File: src/video_crop_pkg.sv
////////////////////////////////////////////////////////////
// video crop shared types and constants
// coordinates, resolution code, snapshot flag, key codes
// and the crop step sizes used by the border cropping logic
////////////////////////////////////////////////////////////
`default_nettype none

package video_crop_pkg;

	// pixel/line count or crop offset
	typedef logic [11:0] coord_t;

	// core resolution code
	typedef logic [1:0] res_t;

	// snapshot change counter, wraps
	typedef logic [6:0] scr_flg_t;

	// keyboard event type tag
	typedef logic [1:0] kbd_type_t;

	localparam kbd_type_t KBD_TYPE_KEY = 2'd3; // keycode event

	// keycodes acted on by the crop control
	typedef enum logic [7:0] {
		KEY_BACKSPACE = 8'h41,
		KEY_UP        = 8'h4c,
		KEY_DOWN      = 8'h4d,
		KEY_RIGHT     = 8'h4e,
		KEY_LEFT      = 8'h4f,
		KEY_LALT      = 8'h64,
		KEY_RALT      = 8'h65,
		KEY_LALT_UP   = 8'he4, // release codes have bit 7 set
		KEY_RALT_UP   = 8'he5
	} key_code_e;

	localparam coord_t HCROP_STEP    = 12'd4; // pixels per key press
	localparam coord_t VCROP_STEP    = 12'd1; // lines per key press
	localparam coord_t SHBL_LEAD     = 12'd2; // trimmed h edges come early
	localparam coord_t FVBL_SYNC_LAG = 12'd2; // lines after vsync end

endpackage

`default_nettype wire

File: src/crop_key_ctrl.sv
////////////////////////////////////////////////////////////
// crop offset control
// turns keyboard events and host preset loads into the
// four border offsets
////////////////////////////////////////////////////////////
`default_nettype none

module crop_key_ctrl (
	input  logic                      clk_sys,
	input  logic                      reset,
	input  logic                      kbd_level,
	input  video_crop_pkg::kbd_type_t kbd_type,
	input  logic [7:0]                kbd_data,
	input  logic                      sset,
	input  video_crop_pkg::coord_t    preset_hbl_l,
	input  video_crop_pkg::coord_t    preset_hbl_r,
	input  video_crop_pkg::coord_t    preset_vbl_t,
	input  video_crop_pkg::coord_t    preset_vbl_b,
	output video_crop_pkg::coord_t    hbl_l,
	output video_crop_pkg::coord_t    hbl_r,
	output video_crop_pkg::coord_t    vbl_t,
	output video_crop_pkg::coord_t    vbl_b
);
	import video_crop_pkg::*;

	logic       old_level;
	logic       evt_vld;   // keycode event waiting to be applied
	logic [7:0] evt_code;
	logic       alt;       // either alt key held

	// toggle detect, event is acted on one cycle later
	always_ff @(posedge clk_sys or posedge reset) begin
		if (reset) begin
			old_level <= 1'b0;
			evt_vld   <= 1'b0;
			evt_code  <= 8'h00;
		end else begin
			old_level <= kbd_level;
			evt_vld   <= (old_level != kbd_level) && (kbd_type == KBD_TYPE_KEY);
			evt_code  <= kbd_data;
		end
	end

	always_ff @(posedge clk_sys or posedge reset) begin
		if (reset) begin
			hbl_l <= '0;
			hbl_r <= '0;
			vbl_t <= '0;
			vbl_b <= '0;
			alt   <= 1'b0;
		end else if (sset) begin // preset wins over a key
			hbl_l <= preset_hbl_l;
			hbl_r <= preset_hbl_r;
			vbl_t <= preset_vbl_t;
			vbl_b <= preset_vbl_b;
		end else if (evt_vld) begin
			case (key_code_e'(evt_code))
				KEY_BACKSPACE: begin
					hbl_l <= '0;
					hbl_r <= '0;
					vbl_t <= '0;
					vbl_b <= '0;
				end
				KEY_UP: begin
					if (alt) vbl_b <= vbl_b + VCROP_STEP;
					else     vbl_t <= vbl_t + VCROP_STEP;
				end
				KEY_DOWN: begin
					if (alt) vbl_b <= vbl_b - VCROP_STEP;
					else     vbl_t <= vbl_t - VCROP_STEP;
				end
				KEY_LEFT: begin
					if (alt) hbl_r <= hbl_r + HCROP_STEP;
					else     hbl_l <= hbl_l + HCROP_STEP;
				end
				KEY_RIGHT: begin
					if (alt) hbl_r <= hbl_r - HCROP_STEP;
					else     hbl_l <= hbl_l - HCROP_STEP;
				end
				KEY_LALT, KEY_RALT:       alt <= 1'b1;
				KEY_LALT_UP, KEY_RALT_UP: alt <= 1'b0;
				default: ; // other keys ignored
			endcase
		end
	end

endmodule

`default_nettype wire

File: src/hblank_gen.sv
////////////////////////////////////////////////////////////
// horizontal blank generator
// pixel counter with edge capture, trimmed and forced
// horizontal blank, active width measurement
////////////////////////////////////////////////////////////
`default_nettype none

module hblank_gen #(
	parameter int FBL_MARGIN = 8
) (
	input  logic                   clk_sys,
	input  logic                   reset,
	input  logic                   hs,
	input  logic                   hblank,
	input  logic                   first_line,
	input  video_crop_pkg::coord_t hbl_l,
	input  video_crop_pkg::coord_t hbl_r,
	output logic                   hbl,
	output video_crop_pkg::coord_t hsize
);
	import video_crop_pkg::*;

	localparam coord_t MARGIN = coord_t'(FBL_MARGIN);

	logic   old_hs;
	logic   old_hblank;
	coord_t hcnt;  // pixels since end of hsync
	coord_t hend;  // start of active video
	coord_t hsta;  // end of active video
	coord_t hmax;  // line length
	logic   shbl;  // trimmed blank
	logic   fhbl;  // forced blank at line ends

	assign hbl = fhbl | shbl | ~hs;

	always_ff @(posedge clk_sys or posedge reset) begin
		if (reset) begin
			old_hs     <= 1'b1;
			old_hblank <= 1'b0;
			hcnt       <= '0;
			hend       <= '0;
			hsta       <= '0;
			hmax       <= '0;
			shbl       <= 1'b1; // blank until the first line is seen
			fhbl       <= 1'b1;
			hsize      <= '0;
		end else begin
			old_hs     <= hs;
			old_hblank <= hblank;

			if (~hs) hcnt <= '0;
			else     hcnt <= hcnt + 12'd1;

			if (old_hblank & ~hblank) hend <= hcnt;
			if (~old_hblank & hblank) hsta <= hcnt;
			if (old_hs & ~hs)         hmax <= hcnt;

			// edges come SHBL_LEAD early to cover the registered hde
			if (hcnt == hend + hbl_l - SHBL_LEAD) shbl <= 1'b0;
			if (hcnt == hsta + hbl_r - SHBL_LEAD) shbl <= 1'b1;

			if (hcnt == MARGIN)        fhbl <= 1'b0;
			if (hcnt == hmax - MARGIN) fhbl <= 1'b1;

			if (~old_hblank & hblank & first_line) hsize <= hcnt - hend;
		end
	end

endmodule

`default_nettype wire

File: src/vblank_gen.sv
////////////////////////////////////////////////////////////
// vertical blank generator
// line counter with edge capture, trimmed and forced
// vertical blank, height measurement, hde/vde outputs
////////////////////////////////////////////////////////////
`default_nettype none

module vblank_gen (
	input  logic                   clk_sys,
	input  logic                   reset,
	input  logic                   hs,
	input  logic                   vs,
	input  logic                   vblank,
	input  logic                   hbl,
	input  video_crop_pkg::coord_t vbl_t,
	input  video_crop_pkg::coord_t vbl_b,
	output logic                   first_line,
	output logic                   hde,
	output logic                   vde,
	output video_crop_pkg::coord_t vsize
);
	import video_crop_pkg::*;

	logic   vbl;      // effective vblank, includes vsync
	logic   old_vs;
	logic   old_hs;
	logic   old_vbl;
	logic   old_hbl;
	coord_t vcnt;
	coord_t vend;     // first active line
	coord_t vmax;     // lines per frame
	coord_t vs_end;   // line where vsync ended
	coord_t vbot;     // line where trimmed blank starts
	logic   svbl;
	logic   fvbl;

	assign vbl        = vblank | ~vs;
	assign first_line = (vcnt == 12'd1);

	// top bit of vbl_b set means offset back from frame end
	assign vbot = vbl_b[11] ? vmax + vbl_b : vbl_b;

	always_ff @(posedge clk_sys or posedge reset) begin
		if (reset) begin
			old_vs  <= 1'b1;
			old_hs  <= 1'b1;
			old_vbl <= 1'b0;
			old_hbl <= 1'b0;
			vcnt    <= '0;
			vend    <= '0;
			vmax    <= '0;
			vs_end  <= '0;
			vsize   <= '0;
			svbl    <= 1'b1;
			fvbl    <= 1'b1;
			hde     <= 1'b0;
			vde     <= 1'b0;
		end else begin
			old_vs  <= vs;
			old_hs  <= hs;
			old_vbl <= vbl;
			old_hbl <= hbl;

			if (old_hs & ~hs)   vcnt <= vcnt + 12'd1;
			if (~old_vbl & vbl) vcnt <= '0;

			if (old_vbl & ~vbl) vend   <= vcnt;
			if (~old_vs & vs)   vs_end <= vcnt;
			if (~old_vbl & vbl) begin
				vmax  <= vcnt;
				vsize <= vcnt - vend;
			end

			// vertical edges move only at the end of horizontal blank
			if ((old_hbl & ~hbl) | (vcnt == 12'd0)) begin
				if (vcnt == vend + vbl_t) svbl <= 1'b0;
				if (vcnt == vbot)         svbl <= 1'b1;

				if (vcnt == vmax - 12'd1)          fvbl <= 1'b1;
				if (vcnt == vs_end + FVBL_SYNC_LAG) fvbl <= 1'b0;
			end

			hde <= ~hbl;
			vde <= ~(fvbl | svbl);
		end
	end

endmodule

`default_nettype wire

File: src/scr_status.sv
////////////////////////////////////////////////////////////
// screen status snapshot
// latches offsets, size and resolution once per frame and
// counts frames where the picture format changed
////////////////////////////////////////////////////////////
`default_nettype none

module scr_status (
	input  logic                     clk_sys,
	input  logic                     reset,
	input  logic                     vblank_eff,
	input  video_crop_pkg::res_t     res,
	input  video_crop_pkg::coord_t   hsize,
	input  video_crop_pkg::coord_t   vsize,
	input  video_crop_pkg::coord_t   hbl_l,
	input  video_crop_pkg::coord_t   hbl_r,
	input  video_crop_pkg::coord_t   vbl_t,
	input  video_crop_pkg::coord_t   vbl_b,
	output video_crop_pkg::coord_t   scr_hbl_l,
	output video_crop_pkg::coord_t   scr_hbl_r,
	output video_crop_pkg::coord_t   scr_vbl_t,
	output video_crop_pkg::coord_t   scr_vbl_b,
	output video_crop_pkg::coord_t   scr_hsize,
	output video_crop_pkg::coord_t   scr_vsize,
	output video_crop_pkg::res_t     scr_res,
	output video_crop_pkg::scr_flg_t scr_flg
);

	logic old_vbl;
	logic vbl_end;  // one cycle pulse after vblank falls
	logic changed;

	assign changed = (scr_res != res) || (scr_hsize != hsize) || (scr_vsize != vsize);

	always_ff @(posedge clk_sys or posedge reset) begin
		if (reset) begin
			old_vbl   <= 1'b0;
			vbl_end   <= 1'b0;
			scr_hbl_l <= '0;
			scr_hbl_r <= '0;
			scr_vbl_t <= '0;
			scr_vbl_b <= '0;
			scr_hsize <= '0;
			scr_vsize <= '0;
			scr_res   <= '0;
			scr_flg   <= '0;
		end else begin
			old_vbl <= vblank_eff;
			vbl_end <= old_vbl & ~vblank_eff;
			if (vbl_end) begin
				scr_hbl_l <= hbl_l;
				scr_hbl_r <= hbl_r;
				scr_vbl_t <= vbl_t;
				scr_vbl_b <= vbl_b;
				scr_hsize <= hsize;
				scr_vsize <= vsize;
				scr_res   <= res;
				if (changed) scr_flg <= scr_flg + 7'd1; // format changed
			end
		end
	end

endmodule

`default_nettype wire

File: src/video_crop.sv
////////////////////////////////////////////////////////////
// display border cropping top level
// key control, blank generators and frame snapshot
////////////////////////////////////////////////////////////
`default_nettype none

module video_crop #(
	parameter int FBL_MARGIN = 8
) (
	input  logic                      clk_sys,
	input  logic                      reset,
	input  logic                      hs,
	input  logic                      vs,
	input  logic                      hblank,
	input  logic                      vblank,
	input  video_crop_pkg::res_t      res,
	input  logic                      kbd_level,
	input  video_crop_pkg::kbd_type_t kbd_type,
	input  logic [7:0]                kbd_data,
	input  logic                      sset,
	input  video_crop_pkg::coord_t    preset_hbl_l,
	input  video_crop_pkg::coord_t    preset_hbl_r,
	input  video_crop_pkg::coord_t    preset_vbl_t,
	input  video_crop_pkg::coord_t    preset_vbl_b,
	output logic                      hde,
	output logic                      vde,
	output video_crop_pkg::coord_t    scr_hbl_l,
	output video_crop_pkg::coord_t    scr_hbl_r,
	output video_crop_pkg::coord_t    scr_vbl_t,
	output video_crop_pkg::coord_t    scr_vbl_b,
	output video_crop_pkg::coord_t    scr_hsize,
	output video_crop_pkg::coord_t    scr_vsize,
	output video_crop_pkg::res_t      scr_res,
	output video_crop_pkg::scr_flg_t  scr_flg
);
	import video_crop_pkg::*;

	coord_t hbl_l, hbl_r, vbl_t, vbl_b;
	coord_t hsize, vsize;
	logic   hbl;
	logic   first_line;
	logic   vblank_eff;

	assign vblank_eff = vblank | ~vs; // vsync counts as blank

	crop_key_ctrl crop_key_ctrl_i (
		.clk_sys, .reset, .kbd_level, .kbd_type, .kbd_data, .sset,
		.preset_hbl_l, .preset_hbl_r, .preset_vbl_t, .preset_vbl_b,
		.hbl_l, .hbl_r, .vbl_t, .vbl_b
	);

	hblank_gen #(.FBL_MARGIN(FBL_MARGIN)) hblank_gen_i (
		.clk_sys, .reset, .hs, .hblank, .first_line,
		.hbl_l, .hbl_r, .hbl, .hsize
	);

	vblank_gen vblank_gen_i (
		.clk_sys, .reset, .hs, .vs, .vblank, .hbl,
		.vbl_t, .vbl_b, .first_line, .hde, .vde, .vsize
	);

	scr_status scr_status_i (
		.clk_sys, .reset, .vblank_eff, .res, .hsize, .vsize,
		.hbl_l, .hbl_r, .vbl_t, .vbl_b,
		.scr_hbl_l, .scr_hbl_r, .scr_vbl_t, .scr_vbl_b,
		.scr_hsize, .scr_vsize, .scr_res, .scr_flg
	);

endmodule

`default_nettype wire

File: config.mk
export PLATFORM = sky130hd
export DESIGN_NAME = video_crop
export DESIGN_NICKNAME = d
export VERILOG_FILES = /design/src/video_crop_pkg.sv /design/src/crop_key_ctrl.sv /design/src/hblank_gen.sv /design/src/vblank_gen.sv /design/src/scr_status.sv /design/src/video_crop.sv
export SDC_FILE = /design/constraint.sdc
export NUM_CORES = 1
export LEC_CHECK = 0
export ABC_AREA = 1
export BUFFER_PORTS_ARGS = -buffer_cell sky130_fd_sc_hd__buf_2
export CAP_MARGIN = 20
export CORE_MARGIN = 5
export CORE_UTILIZATION = 35
export DETAILED_ROUTE_END_ITERATION = 6
export REMOVE_ABC_BUFFERS = 1
export SLEW_MARGIN = 20
export SYNTH_ARGS = -nofsm -noshare
export SYNTH_HDL_FRONTEND = slang
export SYNTH_SLANG_ARGS = --single-unit
File: constraint.sdc
create_clock -name clk_sys -period 18.45 [get_ports clk_sys]
set_clock_uncertainty 0.15 [all_clocks]
set_input_delay 3.69 -clock clk_sys [delete_from_list [all_inputs] [get_ports clk_sys]]
set_output_delay 3.69 -clock clk_sys [all_outputs]
set_load 0.05 [all_outputs]
==> qor.csv, run 1 <==
stage,metric,value,unit
detailed_routing,DR iter-0 viols,1052,
synthesis,"Seq/Total Area, Yosys",0.3692,
floorplanning,total core area,0.05245,mm^2
cts,Clock Sinks,272,
timing,Setup Viol. Count Final,0,
synthesis,area of the mapped netlist,0.01845,mm^2
worst_hold_path,HP Start,vblank_gen_i.fvbl,
finish,post-route insts no fill,3250,
timing,final setup TNS,0,ns
finish,Final #Nets,2748,
critical_path,Critical Path RT,18.72,ns
timing,final worst setup slack,12.54,ns
synthesis,"Avg Cell Area, Syn",7.635,um^2
detailed_routing,Post-DRT Antenna Nets,0,
pwr,pwr dens,106.0,mW/mm^2
cts,CTS buffer count,34,
critical_path,crit path kind,in -> reg,
pwr,Max VDD drop,0.06439,mV
detailed_routing,DRC viols,0,
critical_path,critical path endpoint category,flip-flop,
timing,final slew viol count,0,
synthesis,number of synthesized flops with an enable pin,0,
cts,hold_buf cts,0,
timing,final worst-path cycle share,0.3203,
floorplanning,row cnt,84,
run,Max Cap Viol,0,
detailed_routing,Post-Route WL,50900,um
finish,ANT cells,0,
critical_path,R2R setup slack,14.83,ns
floorplanning,# IOs,151,
detailed_routing,TritonRoute pass-1 iters,5,
place,hpwl dp,38560,um
finish,# fillers,5397,
synthesis,#FFs+latches synth,272,
critical_path,number of cells on the worst reg-to-reg path,14,
place,port bufs,150,
finish,layout cells sized above 1,0.1155,
pwr,sw frac,0.3940,
synthesis,Yosys cell types,58,
global_routing,first-pass GRT wire length,82740,um
worst_hold_path,WHS Path Cells,2,
detailed_routing,vias per inst,4.925,
detailed_routing,post-DR wirelength/cell,15.66,um
critical_path,Worst Setup Start Kind,primary input,
cts,post-CTS sizing,0,
cts,postcts setup bufs,0,
timing,"Min Clock Period, post-route",5.909,ns
pwr,Logic pwr share,0.344,
synthesis,top_reg_cell synth,dfrtp_1,
place,DP Area,0.01978,mm^2
cts,Root Buffer,clkbuf_16,
detailed_routing,vias,16010,
worst_hold_path,type of the tightest min-delay check,reg -> reg,
critical_path,crit path DAT,6.18,ns
global_routing,initial antenna violation count,0,
place,Placement Setup Slack,12.01,ns
timing,RSZ-0062 raised after global routing,no,
cts,Worst-path clk slew,0.06,ns
synthesis,Syn Inst Count,2417,
pwr,leakage power,10.58,nW
timing,Peak Freq,169.2,MHz
global_routing,vias in the first global route,15880,
critical_path,reg-to-reg critical path startpoint,crop_key_ctrl_i.evt_code[4],
cts,H-Tree Depth,2,
critical_path,critical-path maximum fanout,51,
global_routing,pin count of the biggest net entering global routing,137,
cts,Skew-Pair Late Insertion Delay,0.53,ns
timing,max_slew headroom,0.4609,
cts,clk buf depth,3,
global_routing,GRT overflow,0,
synthesis,synth warn,0,
worst_hold_path,Hold Path Sink,vblank_gen_i.fvbl,
pwr,part of the power in registers,0.360,
floorplanning,die area,0.05742,mm^2
pwr,Internal,0.001344,W
finish,Util after Layout,0.3989,
timing,pin slew with the least headroom to its limit,0.8078,ns
synthesis,"FFs w/ async S/R, synth",1.000,
floorplanning,Die H,239.6,um
critical_path,worst r2r dst,crop_key_ctrl_i.vbl_t[7],
floorplanning,Die Wd,239.6,um
place,gpl congestion,0.8818,
pwr,Clock power frac,0.296,
cts,TritonCTS clock tree,done,
finish,area grow syn2layout,13.37,%
global_routing,GRT Total Usage,0.1759,
pwr,NetSw,0.0008735,W
floorplanning,initial core utilization,0.3519,
timing,Final Hold Vio Count,0,
critical_path,Crit. Startpoint,sset,
place,Placed Cells,3189,
finish,Post-Layout Inst Area,0.02092,mm^2
run_status,status,"complete, no violations",
[kinds of logic (layout without fill, tap and decap cells)]
| kind of cell | Yosys count | after routing | share of synthesized area |
|---|---|---|---|
| XOR/XNOR | 155 | 155 | 0.07356 |
| buffers and inverters | 413 | 558 | 0.08828 |
| flip-flops | 272 | 272 | 0.3692 |
| AND/OR/NAND/NOR | 995 | 995 | 0.2303 |
| AO/OA/AOI/OAI | 422 | 422 | 0.1274 |
| multiplexers | 19 | 19 | 0.01159 |
| adder cells (fa/ha/maj) | 141 | 141 | 0.09967 |
[critical path, cell delays in order]
cell and delay (ns):
buf_2 0.08, buf_4 0.46, inv_1 0.26, nand2_1 0.30, clkinv_2 0.34, a21oi_2 0.59, inv_2 0.16, a21oi_1 0.16
a21boi_1 0.07
[cell usage in the layout, fill, tap and decap left out, drive strengths merged, types with 3 or more instances in the layout]
cell and n:
o21bai 13, ha 131, dfrtp 266, or2 15, nor3 43, mux2 19, nor4 4, inv 337
a21boi 6, a32oi 4, xor2 96, o21ai 198, o211ai 3, buf 159, nand2 571, clkbuf 51
xnor2 59, nand3 141, o21a 4, dfstp 6, nand3b 9, a21oi 152, fa 10, clkinv 9
a31oi 11, nor2 171, a21o 16, nand4 38
[stage by stage]
| step | total power [W] | hold WS, ns |
|---|---|---|
| 3_5_place_dp | 0.001577 | 0.3127 |
| 5_1_grt | 0.002365 | 0.3376 |
| 6_report | 0.002217 | 0.3185 |
| 3_3_place_gp | 0.001561 | 0.3155 |
| 4_1_cts | 0.002248 | 0.3221 |
| 2_1_floorplan | 0.001372 | 0.2941 |
[cell usage after synthesis (all sizes together) (3+ instances only)]
cell type	number	share of area
a32oi	4	0.0019
a21oi	152	0.044
dfstp	6	0.0085
xnor2	59	0.028
nand3b	9	0.0037
clkinv	4	0.0010
o21bai	13	0.0053
clkbuf	38	0.0079
o21a	4	0.0016
o21ai	198	0.054
a21o	16	0.0065
nor2	171	0.035
nor4	4	0.0014
nand2	571	0.12
o211ai	3	0.0012
nor3	43	0.015
a21boi	6	0.0028
fa	10	0.011
xor2	96	0.046
a31oi	11	0.0037
or2	15	0.0051
dfrtp	266	0.36
nand3	141	0.039
ha	131	0.089
buf	35	0.011
mux2	19	0.012
nand4	38	0.013
inv	336	0.068
[per-layer routing]
| metal | up-vias | track usage | routed length, um |
|---|---|---|---|
| met5 | - | 0 | 0 |
| met4 | 0 | 0.04807 | 1300 |
| met3 | 91 | 0.02763 | 2026 |
| met2 | 299 | 0.3086 | 24740 |
| met1 | 7533 | 0.2259 | 22830 |
| li1 | 8084 | - | - |
[power by group through the flow]
stage / Sequential (W) / Combinational [W] / Clock (W)
floorplan: 0.000959 / 0.000414 / 0
global placement: 0.000808 / 0.000753 / 0
detailed placement: 0.000811 / 0.000766 / 0
CTS: 0.000801 / 0.000770 / 0.000677
global route: 0.000814 / 0.000853 / 0.000698
finish: 0.000798 / 0.000763 / 0.000656
[worst max path at each step]
| stage | endpoint | depth (start not counted) |
|---|---|---|
| final | crop_key_ctrl_i.hbl_r[8] | 9 |
| after global routing | crop_key_ctrl_i.hbl_r[8] | 9 |
| after CTS | crop_key_ctrl_i.hbl_r[8] | 9 |
| after detailed placement | crop_key_ctrl_i.hbl_r[8] | 9 |
| after global placement | crop_key_ctrl_i.hbl_r[8] | 9 |
| after floorplan | crop_key_ctrl_i.alt | 1 |
[area by class of cell]
type                            instances  area, um^2  share of cell area
Multi-Input combinational cell       1732       10010              0.4786
Sequential cell                       272        6818              0.3259
Inverter                              340        1290             0.06166
Clock buffer                           51        1006             0.04808
Tap cell                              688       860.8             0.04115
Timing Repair Buffer                  159       858.3             0.04103
Clock inverter                          8       75.07            0.003588
(Power assumes the default switching activity.)
==> run 2: changes to the inputs <==
ABC_AREA = 0   (was 1)
clock period = 6 ns   (was 18.45 ns; I/O delays follow)
==> run 2 against run 1 <==
Die area down 4.2%. Routed wire length down 5.6%. Clock-buffer cell count unchanged. Combinational power rose to 3.0 times the previous value. Final cell count down 17%. Utilization up 0.81 points. Global-route usage down 0.24 points. Sequential share of layout area up 0.94 points. Clock power rose to 3.4 times the previous value. Power rose to 3.2 times the previous value. Sequential power rose to 3.1 times the previous value. Largest cell class unchanged.
==> qor.csv, run 2 <==
stage,metric,value,unit
run_status,status,"complete, no violations",
synthesis,"Seq/Total Area, Yosys",0.3862,
cts,Clock Sinks,272,
synthesis,most frequent cell after synthesis,dfrtp_1,
synthesis,post-synth top area share,0.3773,
finish,Final #Nets,2195,
critical_path,"Cell Chain, Critical Path","or4b_1, nor3_1, nand2_1, inv_1, buf_4, ha_1, a21o_1, a21o_1, a2111oi_0, nor3_1, nand3b_1, nand2_1, mux2_2, o211ai_1",
critical_path,WP depth,14,
pwr,pwr dens,345.2,mW/mm^2
synthesis,synth top area cells,"dfrtp_1, ha_1, mux2_2, xnor2_1, xor2_1",
synthesis,post-synth top area cell,dfrtp_1,
timing,Final Hold Vio Count,0,
critical_path,Worst Setup Start Kind,flip-flop,
critical_path,crit path kind,reg -> reg,
critical_path,critical path endpoint category,flip-flop,
floorplanning,die area,0.05500,mm^2
global_routing,GRT Total Usage,0.1735,
timing,Final Hold Slack,0.3243,ns
pwr,leakage power,9.491,nW
detailed_routing,TritonRoute pass-1 iters,5,
synthesis,"Avg Cell Area, Syn",9.507,um^2
worst_hold_path,WHS Path Cells,1,
critical_path,Critical Path RT,6.31,ns
synthesis,commonest cells in the netlist,"dfrtp_1, nand2_1, inv_1",
critical_path,slowest CP cell,or4b_1,
critical_path,critical-path maximum fanout,20,
cts,Skew-Pair Late Insertion Delay,0.55,ns
place,hpwl dp,35640,um
timing,final worst-path cycle share,0.7571,
place,DP Area,0.01911,mm^2
critical_path,largest incremental delay on the critical path,0.62,ns
global_routing,first-pass GRT wire length,76310,um
timing,final worst setup slack,1.458,ns
cts,Worst-path clk slew,0.06,ns
detailed_routing,vias,13960,
cts,CTS buffer count,35,
timing,pin slew with the least headroom to its limit,0.9870,ns
timing,final slew viol count,0,
run,Max Cap Viol,0,
critical_path,Top delay family on crit path,simple AND/OR/NAND/NOR gates,
synthesis,Syn Inst Count,1856,
worst_hold_path,type of the tightest min-delay check,reg -> reg,
place,port bufs,150,
critical_path,crit path DAT,4.85,ns
critical_path,worst path bufs/invs,2,
finish,ANT cells,0,
floorplanning,Die H,234.5,um
detailed_routing,Post-DRT Antenna Nets,0,
cts,Root Buffer,clkbuf_16,
global_routing,GRT overflow,0,
finish,"commonest cells after routing, fill and taps aside","dfrtp_1, nand2_1, buf_2, inv_1, xnor2_1",
global_routing,vias in the first global route,14090,
cts,post-CTS sizing,0,
detailed_routing,DR iter-0 viols,789,
synthesis,"FFs w/ async S/R, synth",1.000,
critical_path,number of cells on the worst reg-to-reg path,14,
global_routing,initial antenna violation count,1,
detailed_routing,post-DR wirelength/cell,17.91,um
finish,"most common cell after layout, fill and taps aside",dfrtp_1,
timing,RSZ-0062 raised after global routing,no,
finish,layout cells sized above 1,0.1764,
timing,"Min Clock Period, post-route",4.542,ns
detailed_routing,DRC viols,0,
finish,area grow syn2layout,15.26,%
cts,TritonCTS clock tree,done,
timing,max_slew headroom,0.3334,
synthesis,top_reg_cell synth,dfrtp_1,
synthesis,number of synthesized flops with an enable pin,0,
synthesis,#FFs+latches synth,272,
cts,hold_buf cts,0,
cts,H-Tree Depth,2,
cts,clk buf depth,3,
place,Placement Setup Slack,1.498,ns
floorplanning,total core area,0.04997,mm^2
floorplanning,initial core utilization,0.3531,
detailed_routing,Post-Route WL,48070,um
finish,Post-Layout Inst Area,0.02034,mm^2
synthesis,Yosys cell types,68,
synthesis,synth warn,0,
floorplanning,# IOs,151,
timing,Setup Viol. Count Final,0,
global_routing,pin count of the biggest net entering global routing,116,
synthesis,area of the mapped netlist,0.01764,mm^2
timing,Peak Freq,220.1,MHz
floorplanning,row cnt,82,
place,gpl congestion,0.8886,
floorplanning,Die Wd,234.5,um
pwr,Max VDD drop,0.1907,mV
detailed_routing,vias per inst,5.202,
cts,postcts setup bufs,0,
## run 2: worst paths after layout
path,slack (ns),startpoint,to
worst min register to register,0.32,scr_status_i.scr_flg[6],scr_status_i.scr_flg[6]
worst min-delay path,0.32,scr_status_i.scr_flg[6],scr_status_i.scr_flg[6]
worst max register to register,1.46,crop_key_ctrl_i.evt_code[5],crop_key_ctrl_i.vbl_t[11]
min in group asynchronous,0.64,reset,scr_status_i.scr_vbl_t[5]
max in group asynchronous,3.88,reset,hblank_gen_i.hsta[4]
worst max-delay path,1.46,crop_key_ctrl_i.evt_code[5],crop_key_ctrl_i.vbl_t[11]
## run 2: kinds of logic (layout without fill, tap and decap cells)
| logic type | Yosys count | after routing | synth area share |
|---|---|---|---|
| adders and majority gates | 141 | 141 | 0.1042 |
| and+or+nand+nor | 520 | 520 | 0.1466 |
| DFF | 272 | 272 | 0.3862 |
| AOI/OAI and AO/OA | 391 | 391 | 0.1437 |
| xor gates and xnor gates | 211 | 211 | 0.1047 |
| muxes | 109 | 109 | 0.06928 |
| buffers and inverters | 212 | 368 | 0.04524 |
## run 2: metal layers
metal  part of all wire  global-route usage
met5                  0                   0
met4              0.031             0.05200
met3              0.048             0.03425
met2               0.48              0.2989
met1               0.44              0.2215
## run 2: area by class of cell
| class | instances | area, um^2 |
|---|---|---|
| inverter | 136 | 518.0 |
| timing repair buffer | 169 | 905.9 |
| tap | 672 | 840.8 |
| sequential | 272 | 6818 |
| multi-input combinational | 1372 | 10040 |
| clock inverter | 12 | 178.9 |
| fill | 4948 | 29630 |
| clock buffer | 51 | 1037 |
## run 2: power breakdown
| part | switching [W] | internal [W] |
|---|---|---|
| clock | 0.000844 | 0.00138 |
| combinational | 0.00147 | 0.000833 |
| sequential | 0.000348 | 0.00215 |
## run 2: stage by stage
| stage | setup TNS, ns | cells | total power, W | utilization |
|---|---|---|---|---|
| final | 0 | 2684 | 0.007019 | 0.4070 |
| after global routing | 0 | 2684 | 0.007414 | 0.4070 |
| after CTS | 0 | 2683 | 0.007105 | 0.4069 |
| after detailed placement | 0 | 2620 | 0.004833 | 0.3825 |
| after global placement | 0 | 2620 | 0.004780 | 0.3825 |
| after floorplan | -758.45 | 1780 | 0.004169 | - |
==> run 3: changes to the inputs <==
ABC_AREA = 1   (was 0)
clock period = 4.31 ns   (was 6 ns; I/O delays follow)
==> run 3 against run 2 <==
First-iteration DRC count rose by 1.6%. Combinational power is 42% higher. Hold slack worse by 0.040 ns. Non-clock buffer count shrank 8. Critical path depth up 2. Power up 39%. Register-to-register slack worse by 0.50 ns. Setup slack worse by 0.50 ns. Die area grew 4.4%. Clock power is 38% higher. Global-route usage increased by 0.23 points. Critical path type unchanged. Largest cell class unchanged.
==> qor.csv, run 3 (synthesized netlist as in run 1, its figures left out) <==
stage,metric,value,unit
timing,Setup Viol. Count Final,0,
worst_hold_path,type of the tightest min-delay check,in -> reg,
timing,RSZ-0062 raised after global routing,no,
timing,Final Hold Vio Count,0,
detailed_routing,Post-Route WL,50770,um
pwr,Max VDD drop,0.2935,mV
worst_hold_path,HP Start,kbd_data[4],
floorplanning,total core area,0.05245,mm^2
timing,pin slew with the least headroom to its limit,0.9273,ns
worst_hold_path,Hold Path Sink,crop_key_ctrl_i.evt_code[4],
detailed_routing,post-DR wirelength/cell,15.61,um
place,port bufs,150,
floorplanning,row cnt,84,
global_routing,GRT overflow,0,
cts,postcts setup bufs,0,
detailed_routing,Post-DRT Antenna Nets,0,
timing,max_slew headroom,0.3818,
critical_path,crit path kind,reg -> reg,
timing,"Min Clock Period, post-route",3.350,ns
floorplanning,initial core utilization,0.3519,
finish,# fillers,5306,
floorplanning,Die H,239.6,um
finish,Reg area,0.006818,mm^2
detailed_routing,DRC viols,0,
global_routing,vias in the first global route,15770,
cts,H-Tree Depth,2,
pwr,leakage power,10.65,nW
critical_path,worst r2r dst,crop_key_ctrl_i.vbl_b[9],
timing,final setup TNS,0,ns
place,hpwl dp,38390,um
finish,ANT cells,0,
global_routing,initial antenna violation count,0,
cts,clk buf depth,3,
run_status,status,"complete, no violations",
critical_path,Worst Setup Start Kind,flip-flop,
finish,Final #Nets,2750,
cts,Worst-path clk slew,0.06,ns
critical_path,Critical Path RT,4.63,ns
floorplanning,# IOs,151,
finish,layout cells sized above 1,0.1177,
global_routing,pin count of the biggest net entering global routing,93,
run,Max Cap Viol,0,
place,gpl congestion,0.8767,
detailed_routing,vias,15950,
finish,"most common cell after layout, fill and taps aside",nand2_1,
floorplanning,die area,0.05742,mm^2
timing,final worst setup slack,0.9604,ns
critical_path,number of cells on the worst reg-to-reg path,16,
place,Placement Setup Slack,0.9980,ns
cts,Clock Sinks,272,
cts,CTS buffer count,34,
cts,Skew-Pair Late Insertion Delay,0.54,ns
critical_path,R2R setup slack,0.96,ns
critical_path,critical path endpoint category,flip-flop,
global_routing,first-pass GRT wire length,82940,um
finish,"commonest cells after routing, fill and taps aside","nand2_1, inv_1, dfrtp_1, o21ai_0, nor2_1",
finish,Post-Layout Inst Area,0.02105,mm^2
detailed_routing,DR iter-0 viols,802,
cts,hold_buf cts,0,
floorplanning,Die Wd,239.6,um
detailed_routing,vias per inst,4.903,
pwr,pwr dens,463.0,mW/mm^2
critical_path,crit path DAT,3.67,ns
critical_path,reg-to-reg critical path startpoint,crop_key_ctrl_i.evt_code[4],
timing,Peak Freq,298.5,MHz
timing,final slew viol count,0,
critical_path,critical-path maximum fanout,12,
global_routing,GRT Total Usage,0.1759,
place,DP Area,0.01986,mm^2
detailed_routing,TritonRoute pass-1 iters,6,
cts,TritonCTS clock tree,done,
cts,Root Buffer,clkbuf_16,
finish,area grow syn2layout,14.06,%
cts,post-CTS sizing,0,
timing,final worst-path cycle share,0.7772,
worst_hold_path,WHS Path Cells,1,
finish,multi-input logic area,0.01001,mm^2
==> run 3: changes by cell type in the layout (fill, tap and decap cells not counted), moves of 23 or more <==
cell | before | now
nand2_1 | 152 | 565
nor2b_1 | 23 | 0
o21ai_1 | 1 | 24
o21ai_0 | 116 | 173
mux2_2 | 105 | 19
nand3_1 | 47 | 137
xnor2_1 | 135 | 59
a21oi_1 | 81 | 146
nor2_1 | 106 | 168
a22oi_1 | 26 | 2
inv_1 | 135 | 324
==> run 3: how the worst max path moves through the flow <==
stage                                 from                        to  cells after the start
4_1_cts        crop_key_ctrl_i.evt_code[4]  crop_key_ctrl_i.vbl_b[9]                     16
3_5_place_dp   crop_key_ctrl_i.evt_code[4]  crop_key_ctrl_i.vbl_b[9]                     16
3_3_place_gp   crop_key_ctrl_i.evt_code[4]  crop_key_ctrl_i.vbl_b[9]                     16
5_1_grt        crop_key_ctrl_i.evt_code[4]  crop_key_ctrl_i.vbl_b[9]                     16
2_1_floorplan                        reset       crop_key_ctrl_i.alt                      1
6_report       crop_key_ctrl_i.evt_code[4]  crop_key_ctrl_i.vbl_b[9]                     16
==> run 3: power breakdown <==
part | internal [W] | total (W) | switching, W
sequential | 0.00299 | 0.00342 | 0.000437
clock | 0.00189 | 0.00307 | 0.00117
combinational | 0.00109 | 0.00326 | 0.00216
total | 0.00598 | 0.00975 | 0.00377
==> run 3: area by class of cell <==
class	instances	share of cell area
clock buffers	47	0.04661
clock inverters	13	0.009571
flip-flops and latches	272	0.3239
inverters	340	0.06129
repair buffers	161	0.04197
well taps	688	0.04090
multi-input cells	1732	0.4757
==> run 3: stage by stage <==
stage | hold slack (ns) | utilization | total power, W | cells
2_1_floorplan | 0.2941 | - | 0.005874 | 2344
3_3_place_gp | 0.3126 | 0.3787 | 0.006688 | 3193
3_5_place_dp | 0.3121 | 0.3787 | 0.006760 | 3193
4_1_cts | 0.2576 | 0.4013 | 0.009900 | 3253
5_1_grt | 0.2660 | 0.4013 | 0.01040 | 3253
6_report | 0.2839 | 0.4013 | 0.009745 | 3253
==> run 3: layer usage <==
metal	vias to the layer above	part of all wire	track usage
li1	8080	-	-
met1	7461	0.44	0.2284
met2	336	0.49	0.3063
met3	71	0.041	0.02763
met4	0	0.025	0.04617
met5	-	0	0
==> run 3: worst max-delay path, stage by stage (launching register included) <==
cell	delay (ns)
dfrtp_1	0.39
nor2_2	0.13
nand3_2	0.12
nor3_4	0.18
nand2_1	0.23
inv_1	0.40
buf_4	0.28
ha_1	0.30
nand2_1	0.08
nand2_1	0.04
a31oi_1	0.29
o211ai_1	0.21
nand2_1	0.13
nand2_1	0.06
nand2_1	0.06
nand3_1	0.08
a21boi_2	0.14
